File: src/source/agen_pkg.sv
// shared constants and types for the address generation stage
// operand kind, size and segment codes, register word union
// request, architectural state and result structs, segment lookup
package agen_pkg;

    // credit pools on the two sides
    localparam int agen_in_credits  = 2;
    localparam int agen_out_credits = 4;

    localparam int in_ptr_w  = (agen_in_credits > 1) ? $clog2(agen_in_credits) : 1;
    localparam int in_cnt_w  = $clog2(agen_in_credits + 1);
    localparam int out_cnt_w = $clog2(agen_out_credits + 1);

    localparam int op_w     = 64;
    localparam int imm_w    = 48;
    localparam int addr_w   = 32;
    localparam int num_gprs = 8;
    localparam int num_segs = 6;

    // operand kinds, codes 3 and 4 are reserved and read as zero
    typedef logic [2:0] op_kind_t;
    localparam op_kind_t kind_none = 3'd0;
    localparam op_kind_t kind_reg  = 3'd1;
    localparam op_kind_t kind_seg  = 3'd2;
    localparam op_kind_t kind_imm  = 3'd5;
    localparam op_kind_t kind_mem  = 3'd6;

    typedef logic [2:0] op_size_t;
    localparam op_size_t size_8  = 3'd1;
    localparam op_size_t size_16 = 3'd2;
    localparam op_size_t size_32 = 3'd3;

    // segment register order in the state
    typedef logic [2:0] seg_idx_t;
    localparam seg_idx_t seg_es = 3'd0;
    localparam seg_idx_t seg_cs = 3'd1;
    localparam seg_idx_t seg_ss = 3'd2;
    localparam seg_idx_t seg_ds = 3'd3;
    localparam seg_idx_t seg_fs = 3'd4;
    localparam seg_idx_t seg_gs = 3'd5;

    // string instruction index registers
    localparam logic [2:0] gpr_esi = 3'd6;
    localparam logic [2:0] gpr_edi = 3'd7;

    // one gpr seen as a dword or as its byte parts
    typedef union packed {
        logic [31:0] dword;
        struct packed {
            logic [15:0] upper;
            logic [7:0]  hi;
            logic [7:0]  lo;
        } parts;
    } gpr_word_u;

    typedef logic [num_segs-1:0][15:0] seg_file_t;
    typedef logic [num_gprs-1:0][op_w-1:0] view_file_t;

    typedef struct packed {
        op_size_t         size;
        op_kind_t         op0_kind;
        op_kind_t         op1_kind;
        logic [2:0]       op0_reg;
        logic [2:0]       op1_reg;
        seg_idx_t         seg_override;
        logic             seg_override_valid;
        logic [imm_w-1:0] imm;
        logic [3:0]       alu_op;
        logic [31:0]      pc;
    } agen_req_t;

    typedef struct packed {
        gpr_word_u [num_gprs-1:0] gpr;
        seg_file_t                segs;
    } arch_state_t;

    typedef struct packed {
        logic [op_w-1:0] op0;
        logic [op_w-1:0] op1;
        logic            op0_is_address;
        logic            op1_is_address;
        logic [3:0]      alu_op;
        logic [31:0]     pc;
    } agen_result_t;

    // segment value by index, 6 and 7 read zero
    function automatic logic [15:0] seg_value(seg_file_t segs, seg_idx_t idx);
        logic [15:0] value;
        case (idx)
            seg_es:  value = segs[seg_es];
            seg_cs:  value = segs[seg_cs];
            seg_ss:  value = segs[seg_ss];
            seg_ds:  value = segs[seg_ds];
            seg_fs:  value = segs[seg_fs];
            seg_gs:  value = segs[seg_gs];
            default: value = 16'h0000;
        endcase
        return value;
    endfunction

endpackage

File: src/source/address_generation_top.sv
// top of the address generation operand fetch stage
// input FIFO, register views, string addresses, two operand selectors
// and the registered output stage
`timescale 1ns/1ps

module address_generation_top (
    input  logic                   clk,
    input  logic                   rst_n,
    input  logic                   r_valid,
    input  agen_pkg::agen_req_t    r_req,
    input  agen_pkg::arch_state_t  arch,
    input  logic                   a_credit,
    output logic                   r_credit,
    output logic                   a_valid,
    output agen_pkg::agen_result_t a_result
);

    agen_pkg::agen_req_t         head;
    logic                        not_empty;
    logic                        pop;
    agen_pkg::view_file_t        views;
    logic [agen_pkg::addr_w-1:0] dst_addr;
    logic [agen_pkg::addr_w-1:0] src_addr;
    logic [agen_pkg::op_w-1:0]   op0_value;
    logic [agen_pkg::op_w-1:0]   op1_value;
    logic                        op0_is_address;
    logic                        op1_is_address;

    agen_input_fifo input_fifo0 (
        .clk       (clk),
        .rst_n     (rst_n),
        .r_valid   (r_valid),
        .r_req     (r_req),
        .pop       (pop),
        .head      (head),
        .not_empty (not_empty),
        .r_credit  (r_credit)
    );

    gpr_size_view size_view0 (
        .size  (head.size),
        .arch  (arch),
        .views (views)
    );

    string_address string_address0 (
        .arch               (arch),
        .seg_override       (head.seg_override),
        .seg_override_valid (head.seg_override_valid),
        .dst_addr           (dst_addr),
        .src_addr           (src_addr)
    );

    // op0 strings use es:edi
    operand_select op0_select0 (
        .kind       (head.op0_kind),
        .reg_idx    (head.op0_reg),
        .views      (views),
        .segs       (arch.segs),
        .imm        (head.imm),
        .mem_addr   (dst_addr),
        .value      (op0_value),
        .is_address (op0_is_address)
    );

    // op1 strings use ds:esi or the override
    operand_select op1_select0 (
        .kind       (head.op1_kind),
        .reg_idx    (head.op1_reg),
        .views      (views),
        .segs       (arch.segs),
        .imm        (head.imm),
        .mem_addr   (src_addr),
        .value      (op1_value),
        .is_address (op1_is_address)
    );

    agen_output_stage output_stage0 (
        .clk            (clk),
        .rst_n          (rst_n),
        .not_empty      (not_empty),
        .head           (head),
        .op0            (op0_value),
        .op0_is_address (op0_is_address),
        .op1            (op1_value),
        .op1_is_address (op1_is_address),
        .a_credit       (a_credit),
        .pop            (pop),
        .a_valid        (a_valid),
        .a_result       (a_result)
    );

endmodule

File: src/source/agen_input_fifo.sv
// two-entry request FIFO in front of the operand fetch logic
// circular buffer with read and write pointers
// returns one input credit per pop
`timescale 1ns/1ps

module agen_input_fifo (
    input  logic                clk,
    input  logic                rst_n,
    input  logic                r_valid,
    input  agen_pkg::agen_req_t r_req,
    input  logic                pop,
    output agen_pkg::agen_req_t head,
    output logic                not_empty,
    output logic                r_credit
);

    agen_pkg::agen_req_t mem [agen_pkg::agen_in_credits];

    logic [agen_pkg::in_ptr_w-1:0] wr_ptr;
    logic [agen_pkg::in_ptr_w-1:0] rd_ptr;
    logic [agen_pkg::in_cnt_w-1:0] count;
    logic                          full;
    logic                          do_write;
    logic                          do_pop;

    assign full      = (count == agen_pkg::in_cnt_w'(agen_pkg::agen_in_credits));
    assign not_empty = (count != '0);
    // a write into a full FIFO is dropped
    assign do_write  = r_valid && !full;
    assign do_pop    = pop && not_empty;
    assign r_credit  = do_pop;
    assign head      = mem[rd_ptr];

    always_ff @(posedge clk) begin
        if (do_write) begin
            mem[wr_ptr] <= r_req;
        end
    end

    always_ff @(posedge clk) begin
        if (!rst_n) begin
            wr_ptr <= '0;
            rd_ptr <= '0;
            count  <= '0;
        end else begin
            if (do_write) begin
                if (wr_ptr == agen_pkg::in_ptr_w'(agen_pkg::agen_in_credits - 1)) begin
                    wr_ptr <= '0;
                end else begin
                    wr_ptr <= wr_ptr + 1'b1;
                end
            end
            if (do_pop) begin
                if (rd_ptr == agen_pkg::in_ptr_w'(agen_pkg::agen_in_credits - 1)) begin
                    rd_ptr <= '0;
                end else begin
                    rd_ptr <= rd_ptr + 1'b1;
                end
            end
            case ({do_write, do_pop})
                2'b10:   count <= count + 1'b1;
                2'b01:   count <= count - 1'b1;
                default: count <= count;
            endcase
        end
    end

endmodule

File: src/source/agen_output_stage.sv
// registered output of the address generation stage
// downstream credit counter, pop control and result register
`timescale 1ns/1ps

module agen_output_stage (
    input  logic                         clk,
    input  logic                         rst_n,
    input  logic                         not_empty,
    input  agen_pkg::agen_req_t          head,
    input  logic [agen_pkg::op_w-1:0]    op0,
    input  logic                         op0_is_address,
    input  logic [agen_pkg::op_w-1:0]    op1,
    input  logic                         op1_is_address,
    input  logic                         a_credit,
    output logic                         pop,
    output logic                         a_valid,
    output agen_pkg::agen_result_t       a_result
);

    logic [agen_pkg::out_cnt_w-1:0] credits;
    agen_pkg::agen_result_t         result_next;

    // one slot downstream is needed per result
    assign pop = not_empty && (credits != '0);

    always_comb begin
        result_next.op0            = op0;
        result_next.op1            = op1;
        result_next.op0_is_address = op0_is_address;
        result_next.op1_is_address = op1_is_address;
        result_next.alu_op         = head.alu_op;
        result_next.pc             = head.pc;
    end

    always_ff @(posedge clk) begin
        if (!rst_n) begin
            credits <= agen_pkg::out_cnt_w'(agen_pkg::agen_out_credits);
        end else begin
            case ({pop, a_credit})
                2'b10:   credits <= credits - 1'b1;
                2'b01:   credits <= credits + 1'b1;
                default: credits <= credits;
            endcase
        end
    end

    always_ff @(posedge clk) begin
        if (!rst_n) begin
            a_valid <= 1'b0;
        end else begin
            a_valid <= pop;
        end
    end

    // result payload, captured on each pop
    always_ff @(posedge clk) begin
        if (pop) begin
            a_result <= result_next;
        end
    end

endmodule

File: src/source/gpr_size_view.sv
// sized views of the eight general registers
// 8-bit gives al..bl then ah..bh, 16 and 32 give the low half or dword
`timescale 1ns/1ps

module gpr_size_view (
    input  agen_pkg::op_size_t    size,
    input  agen_pkg::arch_state_t arch,
    output agen_pkg::view_file_t  views
);

    always_comb begin
        views = '0;
        case (size)
            agen_pkg::size_8: begin
                // only eax..ebx have byte registers
                for (int i = 0; i < 4; i++) begin
                    views[i]     = {56'd0, arch.gpr[i].parts.lo};
                    views[i + 4] = {56'd0, arch.gpr[i].parts.hi};
                end
            end
            agen_pkg::size_16: begin
                for (int i = 0; i < agen_pkg::num_gprs; i++) begin
                    views[i] = {48'd0, arch.gpr[i].parts.hi, arch.gpr[i].parts.lo};
                end
            end
            agen_pkg::size_32: begin
                for (int i = 0; i < agen_pkg::num_gprs; i++) begin
                    views[i] = {32'd0, arch.gpr[i].dword};
                end
            end
            default: begin
                // unsupported sizes read zero
                views = '0;
            end
        endcase
    end

endmodule

File: src/source/operand_select.sv
// resolves one operand to a 64-bit value and an address flag
// kinds are none, register, segment, immediate and string memory
`timescale 1ns/1ps

module operand_select (
    input  agen_pkg::op_kind_t          kind,
    input  logic [2:0]                  reg_idx,
    input  agen_pkg::view_file_t        views,
    input  agen_pkg::seg_file_t         segs,
    input  logic [agen_pkg::imm_w-1:0]  imm,
    input  logic [agen_pkg::addr_w-1:0] mem_addr,
    output logic [agen_pkg::op_w-1:0]   value,
    output logic                        is_address
);

    logic [15:0] seg_sel;

    assign seg_sel = agen_pkg::seg_value(segs, reg_idx);

    always_comb begin
        case (kind)
            agen_pkg::kind_none: begin
                value = '0;
            end
            agen_pkg::kind_reg: begin
                value = views[reg_idx];
            end
            agen_pkg::kind_seg: begin
                value = {48'd0, seg_sel};
            end
            agen_pkg::kind_imm: begin
                // 48-bit immediate, zero-extended
                value = {16'd0, imm};
            end
            agen_pkg::kind_mem: begin
                value = {32'd0, mem_addr};
            end
            default: begin
                // reserved codes 3, 4 and 7
                value = '0;
            end
        endcase
    end

    assign is_address = (kind == agen_pkg::kind_mem);

endmodule

File: src/source/string_address.sv
// linear addresses for string operands
// es:edi for the destination, ds or override:esi for the source
`timescale 1ns/1ps

module string_address (
    input  agen_pkg::arch_state_t     arch,
    input  agen_pkg::seg_idx_t        seg_override,
    input  logic                      seg_override_valid,
    output logic [agen_pkg::addr_w-1:0] dst_addr,
    output logic [agen_pkg::addr_w-1:0] src_addr
);

    logic [15:0] es_value;
    logic [15:0] src_seg;
    logic [31:0] es_base;
    logic [31:0] src_base;

    // destination segment is never overridden
    assign es_value = agen_pkg::seg_value(arch.segs, agen_pkg::seg_es);

    always_comb begin
        if (seg_override_valid) begin
            src_seg = agen_pkg::seg_value(arch.segs, seg_override);
        end else begin
            src_seg = agen_pkg::seg_value(arch.segs, agen_pkg::seg_ds);
        end
    end

    // real mode style base, segment times 16
    assign es_base  = {12'd0, es_value, 4'd0};
    assign src_base = {12'd0, src_seg, 4'd0};

    // sums wrap at 32 bits
    assign dst_addr = es_base + arch.gpr[agen_pkg::gpr_edi].dword;
    assign src_addr = src_base + arch.gpr[agen_pkg::gpr_esi].dword;

endmodule

File: config.mk
export PLATFORM = sky130hd
export DESIGN_NAME = address_generation_top
export DESIGN_NICKNAME = d
export VERILOG_FILES = /design/src/source/agen_pkg.sv /design/src/source/address_generation_top.sv /design/src/source/agen_input_fifo.sv /design/src/source/agen_output_stage.sv /design/src/source/gpr_size_view.sv /design/src/source/operand_select.sv /design/src/source/string_address.sv
export SDC_FILE = /design/constraint.sdc
export NUM_CORES = 1
export LEC_CHECK = 0
export BUFFER_PORTS_ARGS = -buffer_cell sky130_fd_sc_hd__buf_4
export CAP_MARGIN = 20
export CORE_MARGIN = 8
export CORE_UTILIZATION = 32
export CTS_CLUSTER_DIAMETER = 60
export DETAILED_ROUTE_END_ITERATION = 6
export MAX_ROUTING_LAYER = met4
export PLACE_DENSITY = 0.65
export SETUP_SLACK_MARGIN = 0.4
export SYNTH_ARGS = -nofsm -noshare
export SYNTH_HDL_FRONTEND = slang
export SYNTH_SLANG_ARGS = --single-unit
File: constraint.sdc
create_clock -name clk -period 10.4 [get_ports clk]
set_input_delay 1.04 -clock clk [delete_from_list [all_inputs] [get_ports clk]]
set_output_delay 1.04 -clock clk [all_outputs]
set_load 0.02 [all_outputs]
After elaboration in Yosys (flattened, before gate mapping)
Memory sizes are Yosys's and may differ from the RTL's. A register that Yosys moved wholly into a read port is not among the register bits.
Index checks and enable logic that the tools add are counted.
W data, S select, Z words.

storage, ports and cells
  register bits = 174
  RAM bits = 206
  input port bits = 459
  output and inout port bits = 168
  memories = 1

cells by class
  add/subtract/negate cells = 8
  magnitude comparators = 2
  eq/ne operators = 31
  muxes and demuxes = 19
  reduce and logical (&&, ||, !) cells = 11

memory list
  name             words  bits a word  rd ports  clocked after memory_dff  wr ports  RTL line               text
  input_fifo0.mem  2      103          1         1                         1         agen_input_fifo.sv:17  agen_pkg::agen_req_t mem [agen_pkg::agen_in_credits];

operators with widths
  cell                   number
  $pmux W480 S3          1
  $pmux W64 S4           2
  $bmux W64 S3           2
  $pmux W16 S6           3
  $mux W64               2
  $add A20 B32 Y32       2
  $eq A3 B2 Y1 const B   10
  $eq A3 B3 Y1 const B   10
  $eq A3 B1 Y1 const B   6
  $mux W16               1
  $logic_not A3 Y1       3
  $lt A3 B4 Y1 const B   2
  $eq A2 B2 Y1 const B   3
  $mux W1                6
  $pmux W3 S2            1
  $reduce_bool A2 Y1     3
  $eq A2 B1 Y1 const B   2
  $pmux W2 S2            1
  $add A3 B1 Y3 const B  1
  $logic_and A1 B1 Y1    3
  $reduce_bool A3 Y1     1
  $sub A3 B1 Y3 const B  1
  $add A1 B1 Y1 const B  2
  $add A2 B1 Y2 const B  1
  2 further kinds        2

Longest topological paths before layout
  depth after elaboration = 5
  depth in mapped cells = 19
  depth with buffers taken out = 16

Hierarchy
From an unflattened synthesis, not the netlist that was laid out.

second synthesis, totals
  cells, all modules = 2753
  area total of the unflattened synthesis = 30968.5 sq um

by module, submodules not included
  module             instances  cells each  area each (sq um)
  operand_select     2          646         5720.5
  agen_input_fifo    1          345         7651.1
  agen_output_stage  1          184         5180.0
  gpr_size_view      1          566         3983.8
  string_address     1          366         2712.6

Worst setup path before layout
OpenSTA, ideal clock, no wires.

  path kind = input -> register
  start = input r_valid
  end = memory input_fifo0.mem[0][0] in the netlist's numbering (enable)
  library setup time = 0.568 ns
  arrival = 5.518 ns
  path slack = 4.314 ns
  stages = 2
  path buffers = 0
  cells stage by stage = o21ai_0 -> nor2_1

on the way
  longest elaborated chain between the ends = 3

RTL lines
  item                           RTL line                     text
  from (decl)                    address_generation_top.sv:9  input logic r_valid,
  $logic_and A1 B1 Y1            agen_input_fifo.sv:29        assign do_write = r_valid && !full;
  $mux W1                        agen_input_fifo.sv:35        if (do_write) begin
  $mux W1 (implied by the code)  agen_input_fifo.sv:36        mem[wr_ptr] <= r_req;
  to (decl)                      agen_input_fifo.sv:17

No other way between the ends.

==> flow_summary.yaml <==
status:
  outcome: "finished clean"
sta:
  finClkSkew_ns: 0.0194
  worst_pin_slew_ns: 1.19
  hold_ws_ns: 0.518
  hold_viol: 0
  setup_viol: 0
  fmax_mhz: 177
  rsz0062_at_grt: "no"
  fin_crit_ns: 5.65
  post-route-period-util: 0.543
  relSlewSlack: 0.203
  tns_ns: 0
  drv_slew: 0
logic_synthesis:
  synth_cells: 2009
  synth_cell_types: 86
  synth_edf_count: 340
  ys_top_cells_by_area: "edfxtp_1, nand2_1, a22oi_1"
  synth_most_common_cell: "edfxtp_1"
  synth_warnings: 0
  synth_area_mm2: 0.0218
  avgSynthCellArea_um2: 10.8
  synth_top_cell_by_area: "edfxtp_1"
  synthTopCellsByCount: "edfxtp_1, nand2_1, a21oi_1, nor2_1, o22ai_1"
  ys_seq_elements: 349
  synth_top_flop_cell: "edfxtp_1"
  ys_seq_area_frac: 0.477
  yosysTopAreaCellShare: 0.469
  synth-async-reset-ratio: 0
finish:
  nFillCells: 6469
  multi_input_area_mm2: 0.0105
  area_growth_pct: 31.4
  final_cells: 3519
  nets: 3060
  drive_gt1_frac: 0.329
  regArea_mm2: 0.0104
route:
  routedWlPerCell_um: 34.4
  dr.pass1.iters: 7
  ant_nets: 0
  wl_mm: 121
  drc: 0
  drtIter0Drc: 3403
  vias: 22000
  viasPerCell: 6.25
cts:
  cts_root_buf: "clkbuf_16"
  cts_made_buffers: 47
  cts_resized: 0
  clock_path_buffers: 3
  holdBufCountCts: 0
  clkTransAtPathRegs_ns: 0.06
  post_cts_buffers: 0
  clkLatencyLatePin_ns: 0.59
  h-tree-depth: 2
  cts.sinks: 349
  tritoncts: "yes"
floorplanning:
  die_h_um: 277
  start_util: 0.324
  fp-row-count: 95
  coreArea_mm2: 0.0673
  io_pins: 627
  die_area_mm2: 0.0766
  die_w_um: 277
global_route:
  grt_pass1_wl_mm: 167
  gr-total-overflow: 0
  antenna_found_initial: 53
  grt_usage: 0.306
  grt_start_max_net_pins: 72
  first_global_vias: 22000
power:
  irDropWorstVdd_v: 0.000214
  p_leak_uw: 0.0107
  power_uw: 7420
  powerDensity_mw_per_mm2: 259
hold_path:
  hold_class: "reg -> reg"
  min_path_cells: 2
place:
  dp_cells: 3377
  place.port_buffers: 594
  gp_congestion: 1.08
  dp_hpwl_mm: 91.8
worst_setup_path:
  critPathKind: "reg -> reg"
  worstPathMaxFanout: 55
  end_kind: "flip-flop"
  critPathLaunchType: "flip-flop"
  r2r_cells: 16
  cp.required_ns: 10.71
  cp.arrival_ns: 5.95
flow_run:
  drv_cap: 0
-- stage by stage --
stage	util	instance area, µm²	setup WS [ns]
6_report	0.425	28600	4.75
5_1_grt	0.425	28600	4.35
4_1_cts	0.423	28400	4.78
3_5_place_dp	0.400	26900	4.79
3_3_place_gp	0.400	26900	4.90
2_1_floorplan	-	21900	4.31
-- per-layer routing --
layer | GRT usage | vias up | part of all wire | routed length (µm)
met1 | 0.364 | 10700 | 0.37 | 45200
li1 | - | 9169 | - | -
met2 | 0.468 | 1799 | 0.45 | 53900
met4 | 0.130 | 0 | 0.050 | 6100
met3 | 0.111 | 362 | 0.13 | 15700
met5 | - | - | 0 | 0
-- path summary, 6_finish.rpt --
kind / slack (ns) / startpoint / to
worst min register to register: 0.52 / input_fifo0.count[1] / input_fifo0.count[1]
worst max register to register: 4.75 / flip-flop / output_stage0.a_result[68]
worst min-delay path: 0.52 / input_fifo0.count[1] / input_fifo0.count[1]
worst max-delay path: 4.75 / flip-flop / output_stage0.a_result[68]
-- registers in the layout (all words and copies together) (netlist names), named ones only --
name / count
output_stage0.credits: 3
input_fifo0.rd_ptr: 1
input_fifo0.mem: 206
input_fifo0.count: 2
output_stage0.a_valid: 1
input_fifo0.wr_ptr: 1
output_stage0.a_result: 134
-- worst max-delay path, stage by stage, from the launching register on --
cell and delay, ns:
dfxtp_4 0.93, mux2i_2 0.28, buf_4 0.37, and3b_1 0.63, a22oi_1 0.19, o21ai_0 0.19
ha_1 0.22, inv_1 0.07, fa_1 0.42, nand2b_1 0.18, a21oi_1 0.24, o21ai_0 0.22
o21ai_1 0.53, a311o_1 0.41, nand4_1 0.16, xor2_1 0.19, o32ai_1 0.11
-- power breakdown --
part | internal [µW] | total [µW] | switching (µW)
registers | 2050 | 2260 | 213
logic | 1200 | 3590 | 2380
clock network | 916 | 1570 | 656
total | 4160 | 7420 | 3250
-- logic make-up (layout without fill, tap and decap cells) --
logic type	after synthesis	count (layout)	synth area share
other cells	1	86	0.000172
simple gates	477	477	0.0997
fa+ha+maj	45	45	0.0269
buf+inv	206	758	0.0509
compound gates	717	717	0.228
mux	166	166	0.0977
flops	349	349	0.477
xor+xnor	48	48	0.0193
-- cells in the final DEF (no fill, tap or decap), types with 9 or more instances in the layout --
master | synthesis | final
a211oi_1 | 26 | 26
a21oi_1 | 130 | 128
a221o_1 | 16 | 16
a221oi_1 | 59 | 59
a222oi_1 | 20 | 20
a22oi_1 | 95 | 95
a31oi_1 | 54 | 54
and2_1 | 15 | 15
and3_1 | 12 | 12
buf_4 | 43 | 643
clkbuf_1 | 65 | 10
clkbuf_16 | 0 | 48
clkinv_2 | 0 | 9
conb_1 | 1 | 32
diode_2 | 0 | 54
edfxtp_1 | 340 | 340
ha_1 | 42 | 42
inv_1 | 27 | 26
mux2_2 | 61 | 61
mux2i_1 | 70 | 66
mux4_2 | 27 | 27
nand2_1 | 200 | 200
nand2b_1 | 18 | 18
nand3_1 | 31 | 31
nor2_1 | 107 | 103
nor3_1 | 43 | 42
o211ai_1 | 15 | 15
o21ai_0 | 85 | 85
o221ai_1 | 25 | 25
o22ai_1 | 101 | 101
o32ai_1 | 15 | 14
xnor2_1 | 19 | 19
xor2_1 | 29 | 29
-- final cells by class --
class / instances / area share
Antenna cell: 54 / 0.00472
Multi-Input combinational cell: 1485 / 0.367
Inverter: 27 / 0.00372
Timing Repair Buffer: 646 / 0.171
Tap cell: 873 / 0.0382
Sequential cell: 349 / 0.363
Clock inverter: 26 / 0.00901
Clock buffer: 59 / 0.0438
Power figures use the tool's default switching activity.
